===== src/rtl/dbg_ram_pkg.sv =====
// Bus and memory sizes, cycle and burst type codes, bus and command structs, burst address rule
package dbg_ram_pkg;

  //////////////////////////////////////////////////////////////////////
  // Sizes
  //////////////////////////////////////////////////////////////////////

  // Wishbone data and address width
  localparam int DW = 32;
  localparam int AW = 32;
  // Byte selects per data word
  localparam int SW = DW / 8;

  // 4 KB of memory, byte addressed
  localparam int MEM_ADR_WIDTH = 12;
  localparam int MEM_WORDS = 1024;
  // Word address inside the memory
  localparam int WADR_W = MEM_ADR_WIDTH - 2;
  // Word address on the bus
  localparam int BUS_WADR_W = AW - 2;
  // Top nibble of the bus address is outside the range check
  localparam int ADR_CHK_MSB = AW - 5;

  // Beat count field of a debug command
  localparam int LEN_W = 4;

  //////////////////////////////////////////////////////////////////////
  // Cycle and burst type codes
  //////////////////////////////////////////////////////////////////////

  localparam logic [2:0] CTI_CLASSIC = 3'b000;
  localparam logic [2:0] CTI_CONST   = 3'b001;
  localparam logic [2:0] CTI_INCR    = 3'b010;
  localparam logic [2:0] CTI_END     = 3'b111;

  localparam logic [1:0] BTE_LINEAR = 2'd0;
  localparam logic [1:0] BTE_WRAP4  = 2'd1;
  localparam logic [1:0] BTE_WRAP8  = 2'd2;
  localparam logic [1:0] BTE_WRAP16 = 2'd3;

  //////////////////////////////////////////////////////////////////////
  // Bundles
  //////////////////////////////////////////////////////////////////////

  // Master to slave
  typedef struct packed {
    logic [AW-1:0] adr;
    logic [DW-1:0] dat;
    logic [SW-1:0] sel;
    logic          we;
    logic [1:0]    bte;
    logic [2:0]    cti;
    logic          cyc;
    logic          stb;
  } wb_m2s_t;

  // Slave to master, no retry line
  typedef struct packed {
    logic [DW-1:0] dat;
    logic          ack;
    logic          err;
  } wb_s2m_t;

  // One debug request
  typedef struct packed {
    logic [AW-1:0]    adr;    // start byte address
    logic [SW-1:0]    sel;
    logic             we;
    logic [LEN_W-1:0] len;    // beats minus one
    logic             burst;  // 1 incrementing, 0 constant address
    logic [1:0]       bte;
  } dbg_cmd_t;

  //////////////////////////////////////////////////////////////////////
  // Burst address rule
  //////////////////////////////////////////////////////////////////////

  // Next word address of an incrementing burst
  // Wrap modes only step the low 2, 3 or 4 bits
  function automatic logic [BUS_WADR_W-1:0] burst_next_wadr(
    input logic [BUS_WADR_W-1:0] wadr,
    input logic [1:0]            bte
  );
    logic [BUS_WADR_W-1:0] nxt;
    nxt = wadr;
    case (bte)
      BTE_LINEAR: nxt = wadr + 1'b1;
      BTE_WRAP4:  nxt[1:0] = wadr[1:0] + 2'd1;
      BTE_WRAP8:  nxt[2:0] = wadr[2:0] + 3'd1;
      BTE_WRAP16: nxt[3:0] = wadr[3:0] + 4'd1;
    endcase
    return nxt;
  endfunction

endpackage


===== src/rtl/dbg_wb_master.sv =====
// Debug command to Wishbone B3 master, single and burst cycles with beat count and address step
`timescale 1ns/10ps

module dbg_wb_master (
  input  logic                       wb_clk_i,
  input  logic                       wb_rst_i,
  input  logic                       cmd_valid_i,
  input  dbg_ram_pkg::dbg_cmd_t      cmd_i,
  input  logic [dbg_ram_pkg::DW-1:0] wr_data_i,
  input  dbg_ram_pkg::wb_s2m_t       s2m_i,
  output dbg_ram_pkg::wb_m2s_t       m2s_o,
  output logic                       busy_o,
  output logic                       rd_valid_o,
  output logic [dbg_ram_pkg::DW-1:0] rd_data_o,
  output logic                       wr_beat_o,
  output logic                       done_o,
  output logic                       err_o
);

  import dbg_ram_pkg::*;

  // Control state
  logic                  busy_r;
  logic                  cyc_r;
  logic                  done_r;
  logic                  err_r;
  // Beats left after the current one
  logic [LEN_W-1:0]      cnt_r;

  // Latched command
  logic [AW-1:0]         adr_r;
  logic [SW-1:0]         sel_r;
  logic                  we_r;
  logic [1:0]            bte_r;
  logic                  incr_r;
  // More than one beat
  logic                  multi_r;

  logic [2:0]            cti;
  logic [BUS_WADR_W-1:0] wadr_next;
  logic                  accept;
  logic                  beat_ack;
  logic                  last_beat;
  logic                  finish;

  //////////////////////////////////////////////////////////////////////
  // Command accept and cycle end
  //////////////////////////////////////////////////////////////////////

  // Strobes while busy are dropped
  assign accept    = cmd_valid_i & ~busy_r;
  assign beat_ack  = cyc_r & s2m_i.ack;
  assign last_beat = (cnt_r == '0);
  // Error ends the cycle at once
  assign finish    = cyc_r & (s2m_i.err | (s2m_i.ack & last_beat));

  always_ff @(posedge wb_clk_i) begin
    if (wb_rst_i) begin
      busy_r <= 1'b0;
      cyc_r  <= 1'b0;
      done_r <= 1'b0;
      err_r  <= 1'b0;
      cnt_r  <= '0;
    end else begin
      done_r <= finish;
      if (accept) begin
        busy_r <= 1'b1;
        cyc_r  <= 1'b1;
        err_r  <= 1'b0;
        cnt_r  <= cmd_i.len;
      end else begin
        if (finish) begin
          cyc_r <= 1'b0;
          err_r <= s2m_i.err;
        end else if (beat_ack) begin
          cnt_r <= cnt_r - 1'b1;
        end
        // Busy covers the done cycle too
        if (done_r) begin
          busy_r <= 1'b0;
        end
      end
    end
  end

  //////////////////////////////////////////////////////////////////////
  // Command payload and address step
  //////////////////////////////////////////////////////////////////////

  assign wadr_next = burst_next_wadr(adr_r[AW-1:2], bte_r);

  always_ff @(posedge wb_clk_i) begin
    if (accept) begin
      adr_r   <= cmd_i.adr;
      sel_r   <= cmd_i.sel;
      we_r    <= cmd_i.we;
      bte_r   <= cmd_i.bte;
      incr_r  <= cmd_i.burst;
      multi_r <= |cmd_i.len;
    end else if (beat_ack & incr_r & ~last_beat) begin
      // Same step as the slave, constant bursts keep the address
      adr_r[AW-1:2] <= wadr_next;
    end
  end

  // Cycle type of the beat on the bus
  always_comb begin
    if (!multi_r) begin
      cti = CTI_CLASSIC;
    end else if (last_beat) begin
      cti = CTI_END;
    end else if (incr_r) begin
      cti = CTI_INCR;
    end else begin
      cti = CTI_CONST;
    end
  end

  //////////////////////////////////////////////////////////////////////
  // Outputs
  //////////////////////////////////////////////////////////////////////

  // Write data goes straight through, source keeps pace with wr_beat_o
  assign m2s_o = '{adr: adr_r,
                   dat: wr_data_i,
                   sel: sel_r,
                   we:  we_r,
                   bte: bte_r,
                   cti: cti,
                   cyc: cyc_r,
                   stb: cyc_r};

  assign busy_o     = busy_r;
  assign rd_valid_o = beat_ack & ~we_r;
  assign rd_data_o  = s2m_i.dat;
  assign wr_beat_o  = beat_ack & we_r;
  assign done_o     = done_r;
  assign err_o      = err_r;

endmodule


===== config.mk =====
export PLATFORM = sky130hd
export DESIGN_NAME = dbg_wb_master
export DESIGN_NICKNAME = d
export VERILOG_FILES = /design/src/rtl/dbg_ram_pkg.sv /design/src/rtl/dbg_wb_master.sv
export SDC_FILE = /design/constraint.sdc
export NUM_CORES = 1
export LEC_CHECK = 0
export BUFFER_PORTS_ARGS = -buffer_cell sky130_fd_sc_hd__buf_2
export CORE_MARGIN = 1.5
export CORE_UTILIZATION = 40
export CTS_CLUSTER_SIZE = 40
export DETAILED_ROUTE_END_ITERATION = 7
export PLACE_DENSITY = 0.79
export SLEW_MARGIN = 10
export SYNTH_ARGS = -nofsm -noshare
export SYNTH_HDL_FRONTEND = slang
export SYNTH_SLANG_ARGS = --single-unit

===== constraint.sdc =====
create_clock -name wb_clk_i -period 5.05 [get_ports wb_clk_i]
set_clock_uncertainty 0.15 [all_clocks]
set_input_delay 0.2525 -clock wb_clk_i [delete_from_list [all_inputs] [get_ports wb_clk_i]]
set_output_delay 0.2525 -clock wb_clk_i [all_outputs]
set_load 0.03 [all_outputs]

==> results.yml, run 1 <==
outcome:
  result_of_the_run: "complete, no violations"
placement:
  numPlacedInstances: 449
  global_placer_s_final_weighted_congestion: 0.7882
  io_buffer_count: 97
  hpwl_detailed_microns: 5041
power_and_ir_drop:
  power_density_mw_per_mm2: 304.4
  power_leakage_nw: 1.295
  power.ir.vdd_worst_mv: 0.1736
timing:
  layout_worst_path_cycle_share: 0.5276
  maxClockFrequency_mhz: 375.3
  setup_repair_after_global_routing_missed_its_margin: "false"
  timing_worst_slew_pin_value_ps: 581.1
  finalHoldViolCount: 0
  finalSetupTns_ps: 0
  setup_viol_count_final: 0
  max_slew_vio_count: 0
  slew-limit-headroom: 0.6126
  min_clock_period_post_route_ps: 2664
detailed_routing:
  detail_route.vias_per_cell: 5.291
  route.antenna.remaining_nets: 0
  post-route-drc-count: 0
  drtPass1Iterations: 4
  routedWlPerCell_microns: 14.64
  via_count: 2471
  first_iter_violations: 78
  routed_wl_microns: 6835
hold_path:
  hold-path-endpoint: "busy_o$_SDFFE_PP0P_"
  hold_removal_path_class: "in2reg"
  hold_path.startpoint: "wb_rst_i"
  worstHoldPathCells: 2
floorplanning:
  coreArea_sq_mm: 0.007687
  std_cell_rows: 32
  dieArea_sq_mm: 0.008402
  die_w_microns: 91.66
  num_io_pins: 226
  initial_core_util: 0.4090
  die-height_microns: 91.66
setup_path:
  critPathMaxFanout: 17
  crit_top_cell: "sky130_fd_sc_hd__or4_1"
  cp_slowest_stage_delay_ps: 790
  worst_ep_required_time_ps: 5050
  slowest_stage: "sky130_fd_sc_hd__or4_1"
  critPathTopFamily: "simple AND/OR/NAND/NOR gates"
  cp-end-kind: "flop"
  r2r_cells: 5
  cp.buffers_inverters: 0
  critical_path.startpoint_type: "flop"
  worst_path_cell_chain: "ha_1 -> nand3_2 -> or4_1 -> or4_1 -> a31oi_1"
  worst_r2r_endpoint: "adr_r[30]$_DFFE_PP_"
  worst_path_class_setup: "reg2reg"
  worst_case_register_to_register_setup_slack_ps: 2390
  reg2reg_from: "adr_r[2]$_DFFE_PP_"
  timing.critical_path.arrival_ps: 2670
grt:
  grt_pass1_wl_microns: 10950
  number_of_antenna_violations_at_the_first_check_in_global_routing: 0
  globalRouteTotalUtil: 0.1624
  first_global_vias: 2279
  overflow: 0
  largest_net_degree_at_the_start_of_global_routing: 39
synthesis:
  syn_area_cell_sq_um: 9.528
  netlist_area_sq_mm: 0.003144
  synth_cell_types: 42
  ys_async_sr_fraction: 0
  netlist_instances: 330
  edff_count_synth: 41
  yosys_warnings: 0
  yosys_most_used_dff: "sky130_fd_sc_hd__edfxtp_1"
  seq_area_frac_synth: 0.4425
  flip_flop_and_latch_count_after_synthesis: 49
  synth.net_count: 445
finish:
  antenna_cells_inserted: 0
  design.final.nets: 479
  syn_to_final_growth_pct: 8.834
  instances_no_fill: 467
  final_layout_size_suffix_gt1_frac: 0.3096
clock_network:
  cts.path.max_buffers: 2
  numCtsBuffers: 5
  clock_tree.htree_level_count: 2
  ctsResizeCount: 0
  post-cts-setup-buffers: 0
  cts.clk_slew.worst_paths_ps: 100
  clock_latency_ps: 300
  clock_sink_count: 49
  cts_root_buf: "sky130_fd_sc_hd__clkbuf_8"
  tritoncts: "yes"
run:
  number_of_maximum_capacitance_violations: 0
[per-stage QoR]
step	worst slack (ps)	hold WS [ps]	utilization	power [mW]	area [sq um]
after global routing	2217	54.08	0.4452	1.089	3422
after detailed placement	2400	280.6	0.4172	0.7579	3207
after CTS	2367	47.45	0.4452	1.050	3422
after global placement	2518	278.7	0.4172	0.7515	3207
after floorplan	749.8	201.4	-	0.7765	3144
final	2386	55.79	0.4452	1.042	3422
[flip-flops by register name, indices dropped and copies added, names as in the netlist, 2 cells and up]
register / cells
adr_r: 32
sel_r: 4
cnt_r: 4
bte_r: 2
[worst max path at each step]
| stage | from | endpoint | slack, ps | cells after the start |
|---|---|---|---|---|
| final | adr_r[2]$_DFFE_PP_ | adr_r[30]$_DFFE_PP_ | 2390 | 5 |
| after global routing | adr_r[2]$_DFFE_PP_ | adr_r[22]$_DFFE_PP_ | 2220 | 5 |
| after CTS | adr_r[2]$_DFFE_PP_ | adr_r[30]$_DFFE_PP_ | 2370 | 5 |
| after detailed placement | adr_r[2]$_DFFE_PP_ | adr_r[30]$_DFFE_PP_ | 2400 | 5 |
| after global placement | adr_r[2]$_DFFE_PP_ | adr_r[22]$_DFFE_PP_ | 2520 | 5 |
| after floorplan | cnt_r[0]$_SDFFE_PP0P_ | adr_r[10]$_DFFE_PP_ | 750 | 5 |
[cell type report]
class,count,area [sq um]
fill,762,4265
clock inverter,3,46.29
inverter,7,26.28
timing repair buffer,110,608.1
sequential,49,1391
multi-input combinational,191,1154
tap,102,127.6
clock buffer,5,68.82
[routing by layer]
metal,vias to the layer above,track usage,part of all wire
li1,1197,-,-
met1,1148,0.1937,0.41
met2,104,0.2786,0.50
met3,22,0.04229,0.064
met4,0,0.06380,0.019
met5,-,0,0
[report_power, final]
group / internal (mW) / switching [mW] / total, mW / leakage (nW)
sequential: 0.483 / 0.0388 / 0.522 / 0.456
combinational: 0.0818 / 0.150 / 0.231 / 0.785
clock: 0.148 / 0.140 / 0.288 / 0.0543
total: 0.713 / 0.328 / 1.04 / 1.30
[logic make-up (layout without fill, tap and decap cells)]
kind of cell,count (synthesis),in the layout,share of synthesized area
flops,49,49,0.4425
xor+xnor,16,16,0.04457
simple gates,115,115,0.1966
buf+inv,90,125,0.1930
fa+ha+maj,2,2,0.007957
compound gates,58,58,0.1154
[Yosys cell counts (2+ instances only)]
master,instances,area share
sky130_fd_sc_hd__buf_4,67,0.16
sky130_fd_sc_hd__edfxtp_1,41,0.39
sky130_fd_sc_hd__nand2_1,29,0.035
sky130_fd_sc_hd__nor2_1,23,0.027
sky130_fd_sc_hd__a31oi_1,15,0.030
sky130_fd_sc_hd__or4_1,13,0.031
sky130_fd_sc_hd__o21ai_0,12,0.019
sky130_fd_sc_hd__o31ai_1,12,0.029
sky130_fd_sc_hd__clkbuf_1,11,0.013
sky130_fd_sc_hd__nand3_1,11,0.018
sky130_fd_sc_hd__xnor2_1,10,0.028
sky130_fd_sc_hd__dfxtp_1,8,0.051
sky130_fd_sc_hd__inv_1,7,0.0084
sky130_fd_sc_hd__nand4_1,7,0.014
sky130_fd_sc_hd__nor3_1,7,0.011
sky130_fd_sc_hd__o21ai_1,6,0.0096
sky130_fd_sc_hd__xor2_1,6,0.017
sky130_fd_sc_hd__a21oi_1,5,0.0080
sky130_fd_sc_hd__and3_1,4,0.0080
sky130_fd_sc_hd__or3_1,4,0.0080
sky130_fd_sc_hd__and2_1,3,0.0060
sky130_fd_sc_hd__nand2b_1,3,0.0060
sky130_fd_sc_hd__a211oi_1,2,0.0048
sky130_fd_sc_hd__and4_1,2,0.0056
sky130_fd_sc_hd__buf_2,2,0.0032
sky130_fd_sc_hd__buf_6,2,0.0072
sky130_fd_sc_hd__ha_1,2,0.0080
sky130_fd_sc_hd__nor3b_1,2,0.0048
[repair_timing]
action	4_1_cts	5_1_grt
endpoints found under the setup margin	0	0
hold endpoints to repair	10	0
hold buffers	10	0
[worst reg2reg max path: stages, from the launching register on]
cell                       delay [ps]
sky130_fd_sc_hd__edfxtp_1         440
sky130_fd_sc_hd__ha_1             240
sky130_fd_sc_hd__nand3_2          110
sky130_fd_sc_hd__or4_1            790
sky130_fd_sc_hd__or4_1            600
sky130_fd_sc_hd__a31oi_1          180
[layout by cell type, fill, tap and decap left out, types with 2 or more instances in the layout]
| cell | netlist | routed |
|---|---|---|
| sky130_fd_sc_hd__o21ai_1 | 6 | 6 |
| sky130_fd_sc_hd__nand4_1 | 7 | 7 |
| sky130_fd_sc_hd__clkbuf_8 | 0 | 5 |
| sky130_fd_sc_hd__nor3_1 | 7 | 7 |
| sky130_fd_sc_hd__xor2_1 | 6 | 6 |
| sky130_fd_sc_hd__dlygate4sd3_1 | 0 | 10 |
| sky130_fd_sc_hd__inv_1 | 7 | 7 |
| sky130_fd_sc_hd__o31ai_1 | 12 | 12 |
| sky130_fd_sc_hd__and3_1 | 4 | 4 |
| sky130_fd_sc_hd__edfxtp_1 | 41 | 41 |
| sky130_fd_sc_hd__and4_1 | 2 | 2 |
| sky130_fd_sc_hd__nor2_1 | 23 | 23 |
| sky130_fd_sc_hd__or3_1 | 4 | 4 |
| sky130_fd_sc_hd__nand2b_1 | 3 | 3 |
| sky130_fd_sc_hd__xnor2_1 | 10 | 10 |
| sky130_fd_sc_hd__a211oi_1 | 2 | 2 |
| sky130_fd_sc_hd__nand3_1 | 11 | 11 |
| sky130_fd_sc_hd__o21ai_0 | 12 | 12 |
| sky130_fd_sc_hd__a21oi_1 | 5 | 5 |
| sky130_fd_sc_hd__a31oi_1 | 15 | 15 |
| sky130_fd_sc_hd__or4_1 | 13 | 13 |
| sky130_fd_sc_hd__nor3b_1 | 2 | 2 |
| sky130_fd_sc_hd__buf_4 | 67 | 3 |
| sky130_fd_sc_hd__nand2_1 | 29 | 29 |
| sky130_fd_sc_hd__and2_1 | 3 | 3 |
| sky130_fd_sc_hd__buf_2 | 2 | 97 |
| sky130_fd_sc_hd__ha_1 | 2 | 2 |
| sky130_fd_sc_hd__dfxtp_1 | 8 | 8 |
Power figures use the tool's default switching activity.
==> inputs of run 2 (changes only) <==
--- a/config.mk
+++ b/config.mk
@@ -5,12 +5,13 @@
 export SDC_FILE = /design/constraint.sdc
 export NUM_CORES = 1
 export LEC_CHECK = 0
+export ABC_AREA = 1
 export BUFFER_PORTS_ARGS = -buffer_cell sky130_fd_sc_hd__buf_2
 export CORE_MARGIN = 1.5
-export CORE_UTILIZATION = 40
+export CORE_UTILIZATION = 39
 export CTS_CLUSTER_SIZE = 40
 export DETAILED_ROUTE_END_ITERATION = 7
-export PLACE_DENSITY = 0.79
+export PLACE_DENSITY = 0.78
 export SLEW_MARGIN = 10
 export SYNTH_ARGS = -nofsm -noshare
 export SYNTH_HDL_FRONTEND = slang
==> constraint.sdc (replaced) <==
create_clock -name wb_clk_i -period 2.4 [get_ports wb_clk_i]
set_clock_uncertainty 0.15 [all_clocks]
set_input_delay 0.12 -clock wb_clk_i [delete_from_list [all_inputs] [get_ports wb_clk_i]]
set_output_delay 0.12 -clock wb_clk_i [all_outputs]
set_load 0.03 [all_outputs]
==> run 2 against run 1 <==
Net effect: fmax is 38% higher; hold slack worse by 30 ps; die area grew 12%; via count up 27%; power is 100% higher; flip-flop and latch count unchanged; synthesized cell count up 43%; core utilization is 2.7 points higher.
==> results.yml, run 2 <==
outcome:
  result_of_the_run: "complete, no violations"
setup_path:
  r2r_cells: 6
  reg2reg_from: "cnt_r[0]$_SDFFE_PP0P_"
  worst_case_register_to_register_setup_slack_ps: 470
  timing.critical_path.arrival_ps: 1750
  critPathMaxFanout: 26
  critical_path.startpoint_type: "flop"
  worst_path_class_setup: "reg2reg"
  worst_ep_required_time_ps: 2220
  worst_r2r_endpoint: "adr_r[22]$_DFFE_PP_"
  cp-end-kind: "flop"
hold_path:
  hold-path-endpoint: "cnt_r[2]$_SDFFE_PP0P_"
  hold_path.startpoint: "cmd_i[5]"
  hold_removal_path_class: "in2reg"
  worstHoldPathCells: 5
finish:
  syn_to_final_growth_pct: 18.47
  instances_no_fill: 658
  design.final.nets: 664
  final_layout_size_suffix_gt1_frac: 0.2255
  top_register: "adr_r"
  utilization: 0.4725
  antenna_cells_inserted: 0
  biggestRegsByFlops: "adr_r x32, cnt_r x4, sel_r x4"
  area_of_the_multi_input_gates_sq_mm: 0.001376
  layout.area.seq_sq_mm: 0.001391
  fin_area_sq_mm: 0.004100
  number_of_flip_flops_under_the_largest_register_name: 32
  layout.cells.most_common_list: "sky130_fd_sc_hd__nand2_1, sky130_fd_sc_hd__buf_2, sky130_fd_sc_hd__nor2_1"
  layout_commonest_cell: "sky130_fd_sc_hd__nand2_1"
  final.fill_count: 887
synthesis:
  synth.net_count: 587
  yosys_most_used_dff: "sky130_fd_sc_hd__edfxtp_1"
  seq_area_frac_synth: 0.4020
  synth_cell_types: 27
  netlist_area_sq_mm: 0.003461
  ys_async_sr_fraction: 0
  yosys_warnings: 0
  synthTopCellsByArea: "sky130_fd_sc_hd__edfxtp_1, sky130_fd_sc_hd__nand2_1, sky130_fd_sc_hd__buf_4"
  post_synth_most_frequent_cells: "sky130_fd_sc_hd__nand2_1, sky130_fd_sc_hd__buf_4, sky130_fd_sc_hd__nor2_1"
  edff_count_synth: 41
  netlist_instances: 472
  synthDominantAreaCellType: "sky130_fd_sc_hd__edfxtp_1"
  synthMostInstantiatedCell: "sky130_fd_sc_hd__nand2_1"
  synth.top_cell.area_share: 0.3557
  flip_flop_and_latch_count_after_synthesis: 49
  syn_area_cell_sq_um: 7.332
timing:
  timing_worst_slew_pin_value_ps: 384.4
  slew-limit-headroom: 0.7437
  setup_viol_count_final: 0
  finalSetupTns_ps: 0
  min_clock_period_post_route_ps: 1930
  final.setup.worst_slack_ps: 470.0
  maxClockFrequency_mhz: 518.1
  max_slew_vio_count: 0
  finalHoldViolCount: 0
  setup_repair_after_global_routing_missed_its_margin: "false"
  layout_worst_path_cycle_share: 0.8042
  hold_slack_ps: 26.06
clock_network:
  cts.path.max_buffers: 2
  cts_root_buf: "sky130_fd_sc_hd__clkbuf_8"
  clock_sink_count: 49
  post-cts-setup-buffers: 0
  numCtsBuffers: 5
  hold_buffers: 43
  cts.clk_slew.worst_paths_ps: 100
  clock_latency_ps: 310
  clock_tree.htree_level_count: 2
  ctsResizeCount: 0
  tritoncts: "yes"
floorplanning:
  std_cell_rows: 34
  die-height_microns: 97.20
  coreArea_sq_mm: 0.008678
  initial_core_util: 0.3988
  num_io_pins: 226
  dieArea_sq_mm: 0.009448
  die_w_microns: 97.20
placement:
  global_placer_s_final_weighted_congestion: 0.9378
  placed_area_sq_mm: 0.003580
  numPlacedInstances: 607
  io_buffer_count: 97
  pre_cts_ws_ps: 501.0
  hpwl_detailed_microns: 6995
grt:
  largest_net_degree_at_the_start_of_global_routing: 39
  grt_pass1_wl_microns: 14650
  globalRouteTotalUtil: 0.1907
  number_of_antenna_violations_at_the_first_check_in_global_routing: 0
  first_global_vias: 3133
  overflow: 0
detailed_routing:
  routed_wl_microns: 9104
  first_iter_violations: 67
  via_count: 3138
  drtPass1Iterations: 4
  detail_route.vias_per_cell: 4.769
  route.antenna.remaining_nets: 0
  routedWlPerCell_microns: 13.84
  post-route-drc-count: 0
power_and_ir_drop:
  power_density_mw_per_mm2: 520.2
  total_power_mw: 2.133
  power.ir.vdd_worst_mv: 0.4285
  power_leakage_nw: 1.959
run:
  number_of_maximum_capacitance_violations: 0
==> run 2: changes by cell type after synthesis, moves of 6 or more <==
| cell | change |
|---|---|
| sky130_fd_sc_hd__a31oi_1 | -12 |
| sky130_fd_sc_hd__clkbuf_1 | -8 |
| sky130_fd_sc_hd__inv_1 | +35 |
| sky130_fd_sc_hd__nand2_1 | +141 |
| sky130_fd_sc_hd__nand3_1 | +10 |
| sky130_fd_sc_hd__nor2_1 | +33 |
| sky130_fd_sc_hd__nor2_4 | +6 |
| sky130_fd_sc_hd__nor3_1 | -6 |
| sky130_fd_sc_hd__o21ai_1 | -6 |
| sky130_fd_sc_hd__o31ai_1 | -12 |
| sky130_fd_sc_hd__or4_1 | -12 |
| sky130_fd_sc_hd__xnor2_1 | -8 |
==> run 2: worst max-delay path: stages, from the launching register on <==
cell	delay (ps)
sky130_fd_sc_hd__dfxtp_1	380
sky130_fd_sc_hd__inv_1	60
sky130_fd_sc_hd__ha_1	220
sky130_fd_sc_hd__nand2_1	170
sky130_fd_sc_hd__a31oi_1	160
sky130_fd_sc_hd__nor2_2	100
sky130_fd_sc_hd__buf_4	330
==> run 2: cell type report <==
class,instances,area share
Inverter,43,0.03937
Multi-Input combinational cell,306,0.3357
Timing Repair Buffer,144,0.2307
Sequential cell,49,0.3393
Tap cell,108,0.03296
Clock inverter,3,0.005188
Clock buffer,5,0.01678
==> run 2: worst max-delay path by stage <==
stage | start | to | slack (ps) | cells after the start
after floorplan | bte_r[1]$_DFFE_PP_ | adr_r[10]$_DFFE_PP_ | 210 | 3
after global placement | cnt_r[0]$_SDFFE_PP0P_ | adr_r[12]$_DFFE_PP_ | 560 | 6
after detailed placement | cnt_r[0]$_SDFFE_PP0P_ | adr_r[20]$_DFFE_PP_ | 500 | 6
after CTS | cnt_r[0]$_SDFFE_PP0P_ | adr_r[22]$_DFFE_PP_ | 480 | 6
after global routing | cnt_r[1]$_SDFFE_PP0P_ | adr_r[22]$_DFFE_PP_ | 310 | 6
final | cnt_r[0]$_SDFFE_PP0P_ | adr_r[22]$_DFFE_PP_ | 470 | 6
==> run 2: logic make-up after synthesis <==
logic type | synth area share
simple gates | 0.3203
flops | 0.4020
compound gates | 0.04158
fa+ha+maj | 0.007230
xor+xnor | 0.02784
buf+inv | 0.2010
==> run 2: per-layer routing <==
layer,share of wire,global-route usage
met1,0.39,0.2037
met4,0.019,0.05909
met5,0,0.01648
met3,0.093,0.06691
met2,0.50,0.3486
==> run 2: power by group <==
group          internal (mW)  switching [mW]
Clock                  0.208           0.299
Combinational          0.200           0.354
Sequential              1.01          0.0651
==> inputs of run 3 (changes only) <==
--- a/config.mk
+++ b/config.mk
@@ -5,13 +5,13 @@
 export SDC_FILE = /design/constraint.sdc
 export NUM_CORES = 1
 export LEC_CHECK = 0
-export ABC_AREA = 1
+export ABC_AREA = 0
 export BUFFER_PORTS_ARGS = -buffer_cell sky130_fd_sc_hd__buf_2
 export CORE_MARGIN = 1.5
-export CORE_UTILIZATION = 39
+export CORE_UTILIZATION = 37
 export CTS_CLUSTER_SIZE = 40
 export DETAILED_ROUTE_END_ITERATION = 7
-export PLACE_DENSITY = 0.78
+export PLACE_DENSITY = 0.77
 export SLEW_MARGIN = 10
 export SYNTH_ARGS = -nofsm -noshare
 export SYNTH_HDL_FRONTEND = slang
==> constraint.sdc (replaced) <==
create_clock -name wb_clk_i -period 1.75 [get_ports wb_clk_i]
set_clock_uncertainty 0.15 [all_clocks]
set_input_delay 0.0875 -clock wb_clk_i [delete_from_list [all_inputs] [get_ports wb_clk_i]]
set_output_delay 0.0875 -clock wb_clk_i [all_outputs]
set_load 0.03 [all_outputs]
==> run 3 against run 2 <==
Net effect: the flow now finishes with violations (hold timing, setup timing); flip-flop and latch count unchanged; die area down 4.1%; wire length down 4.8%; clock power up 90%; cell area up 8.3%.
==> results.yml, run 3 (same netlist as run 1, synthesis figures left out) <==
outcome:
  result_of_the_run: "complete, but fails checks"
  violations: "hold timing, setup timing"
timing:
  max_slew_vio_count: 0
  slew-limit-headroom: 0.7322
  setup_repair_after_global_routing_missed_its_margin: "true"
  maxClockFrequency_mhz: 455.2
  setup_viol_count_final: 44
  finalHoldViolCount: 1
  final.setup.worst_slack_ps: -446.7
  hold_slack_ps: -0.8755
  layout_worst_path_cycle_share: 1.255
  min_clock_period_post_route_ps: 2197
  timing_worst_slew_pin_value_ps: 401.7
power_and_ir_drop:
  power_density_mw_per_mm2: 783.7
  power_leakage_nw: 1.772
  power.ir.vdd_worst_mv: 0.6064
finish:
  layout.cells.most_common_list: "sky130_fd_sc_hd__buf_2, sky130_fd_sc_hd__buf_4, sky130_fd_sc_hd__edfxtp_1"
  biggestRegsByFlops: "adr_r x32, cnt_r x4, sel_r x4"
  layout_commonest_cell: "sky130_fd_sc_hd__buf_2"
  instances_no_fill: 555
  antenna_cells_inserted: 0
  number_of_flip_flops_under_the_largest_register_name: 32
  layout.area.seq_sq_mm: 0.001395
  design.final.nets: 564
  syn_to_final_growth_pct: 41.19
  top_register: "adr_r"
  final_layout_size_suffix_gt1_frac: 0.4400
  final.fill_count: 694
  area_of_the_multi_input_gates_sq_mm: 0.001335
floorplanning:
  die-height_microns: 95.19
  dieArea_sq_mm: 0.009060
  num_io_pins: 226
  std_cell_rows: 33
  coreArea_sq_mm: 0.008217
  initial_core_util: 0.3827
  die_w_microns: 95.19
clock_network:
  cts.path.max_buffers: 2
  clock_tree.htree_level_count: 2
  clock_latency_ps: 300
  tritoncts: "yes"
  numCtsBuffers: 5
  cts.clk_slew.worst_paths_ps: 100
  clock_sink_count: 49
  cts_root_buf: "sky130_fd_sc_hd__clkbuf_8"
placement:
  io_buffer_count: 97
  hpwl_detailed_microns: 5665
  pre_cts_ws_ps: -546.9
  numPlacedInstances: 496
  global_placer_s_final_weighted_congestion: 0.8323
grt:
  globalRouteTotalUtil: 0.1764
  overflow: 0
  first_global_vias: 2700
  number_of_antenna_violations_at_the_first_check_in_global_routing: 0
  largest_net_degree_at_the_start_of_global_routing: 40
  grt_pass1_wl_microns: 12590
detailed_routing:
  route.antenna.remaining_nets: 0
  post-route-drc-count: 0
  via_count: 2871
  routedWlPerCell_microns: 15.61
  first_iter_violations: 98
  drtPass1Iterations: 4
  routed_wl_microns: 8663
  detail_route.vias_per_cell: 5.173
setup_path:
  worst_path_class_setup: "reg2reg"
  critical_path.startpoint_type: "flop"
  timing.critical_path.arrival_ps: 2190
  cp-end-kind: "flop"
  critPathMaxFanout: 6
  worst_ep_required_time_ps: 1740
  worst_case_register_to_register_setup_slack_ps: -450
run:
  number_of_maximum_capacitance_violations: 0
hold_path:
  hold_removal_path_class: "in2reg"
==> run 3: repair_timing <==
action,4_1_cts,5_1_grt
pin swaps,4,13
resized for setup,8,30
hold buffers,39,0
gates cloned,0,4
setup buffers,4,6
hold endpoints to repair,42,0
setup endpoints to repair,46,56
==> run 3: cell type report <==
type	count	share of cell area
flip-flops and latches	49	0.3143
repair buffers	194	0.3193
multi-input cells	192	0.3007
well taps	105	0.02959
clock buffers	5	0.01550
inverters	7	0.005919
clock inverters	3	0.01466
==> run 3: final timing paths <==
check / from / endpoint / cells after the start
max: adr_r[2]$_DFFE_PP_ / adr_r[22]$_DFFE_PP_ / 5
min reg2reg: busy_o$_SDFFE_PP0P_ / busy_o$_SDFFE_PP0P_ / 2
max reg2reg: adr_r[2]$_DFFE_PP_ / adr_r[22]$_DFFE_PP_ / 5
min: cmd_i[14] / adr_r[2]$_DFFE_PP_ / 3
==> run 3: routing by layer <==
layer / GRT usage / vias to the layer above / wire length, microns
li1: - / 1373 / -
met1: 0.1944 / 1349 / 3486
met2: 0.3245 / 129 / 4406
met3: 0.04386 / 20 / 596
met4: 0.06343 / 0 / 174
met5: 0 / - / 0
==> run 3: power by group <==
group / switching, mW / total, mW / internal (mW) / leakage, nW
Clock: 0.395 / 0.964 / 0.568 / 0.0681
Combinational: 0.564 / 1.03 / 0.469 / 1.25
Sequential: 0.0884 / 1.48 / 1.39 / 0.457
Total: 1.05 / 3.48 / 2.43 / 1.77
==> run 3: metrics by stage <==
stage	cell area (sq um)	util	setup TNS [ps]	hold slack, ps	total power [mW]
CTS	4210	0.5124	-8596	2.066	3.371
finish	4439	0.5403	-8917	-0.8755	3.479
global placement	3627	0.4415	-5734	25.20	2.318
detailed placement	3627	0.4415	-7655	25.20	2.347
floorplan	3206	-	-24060	36.37	2.261
global route	4439	0.5403	-11700	24.33	3.630
==> run 3: critical path, stage by stage, from the launching register on <==
cell,delay (ps)
sky130_fd_sc_hd__edfxtp_1,410
sky130_fd_sc_hd__ha_4,170
sky130_fd_sc_hd__nand3_4,90
sky130_fd_sc_hd__or4_4,540
sky130_fd_sc_hd__or4_1,480
sky130_fd_sc_hd__a31oi_1,200
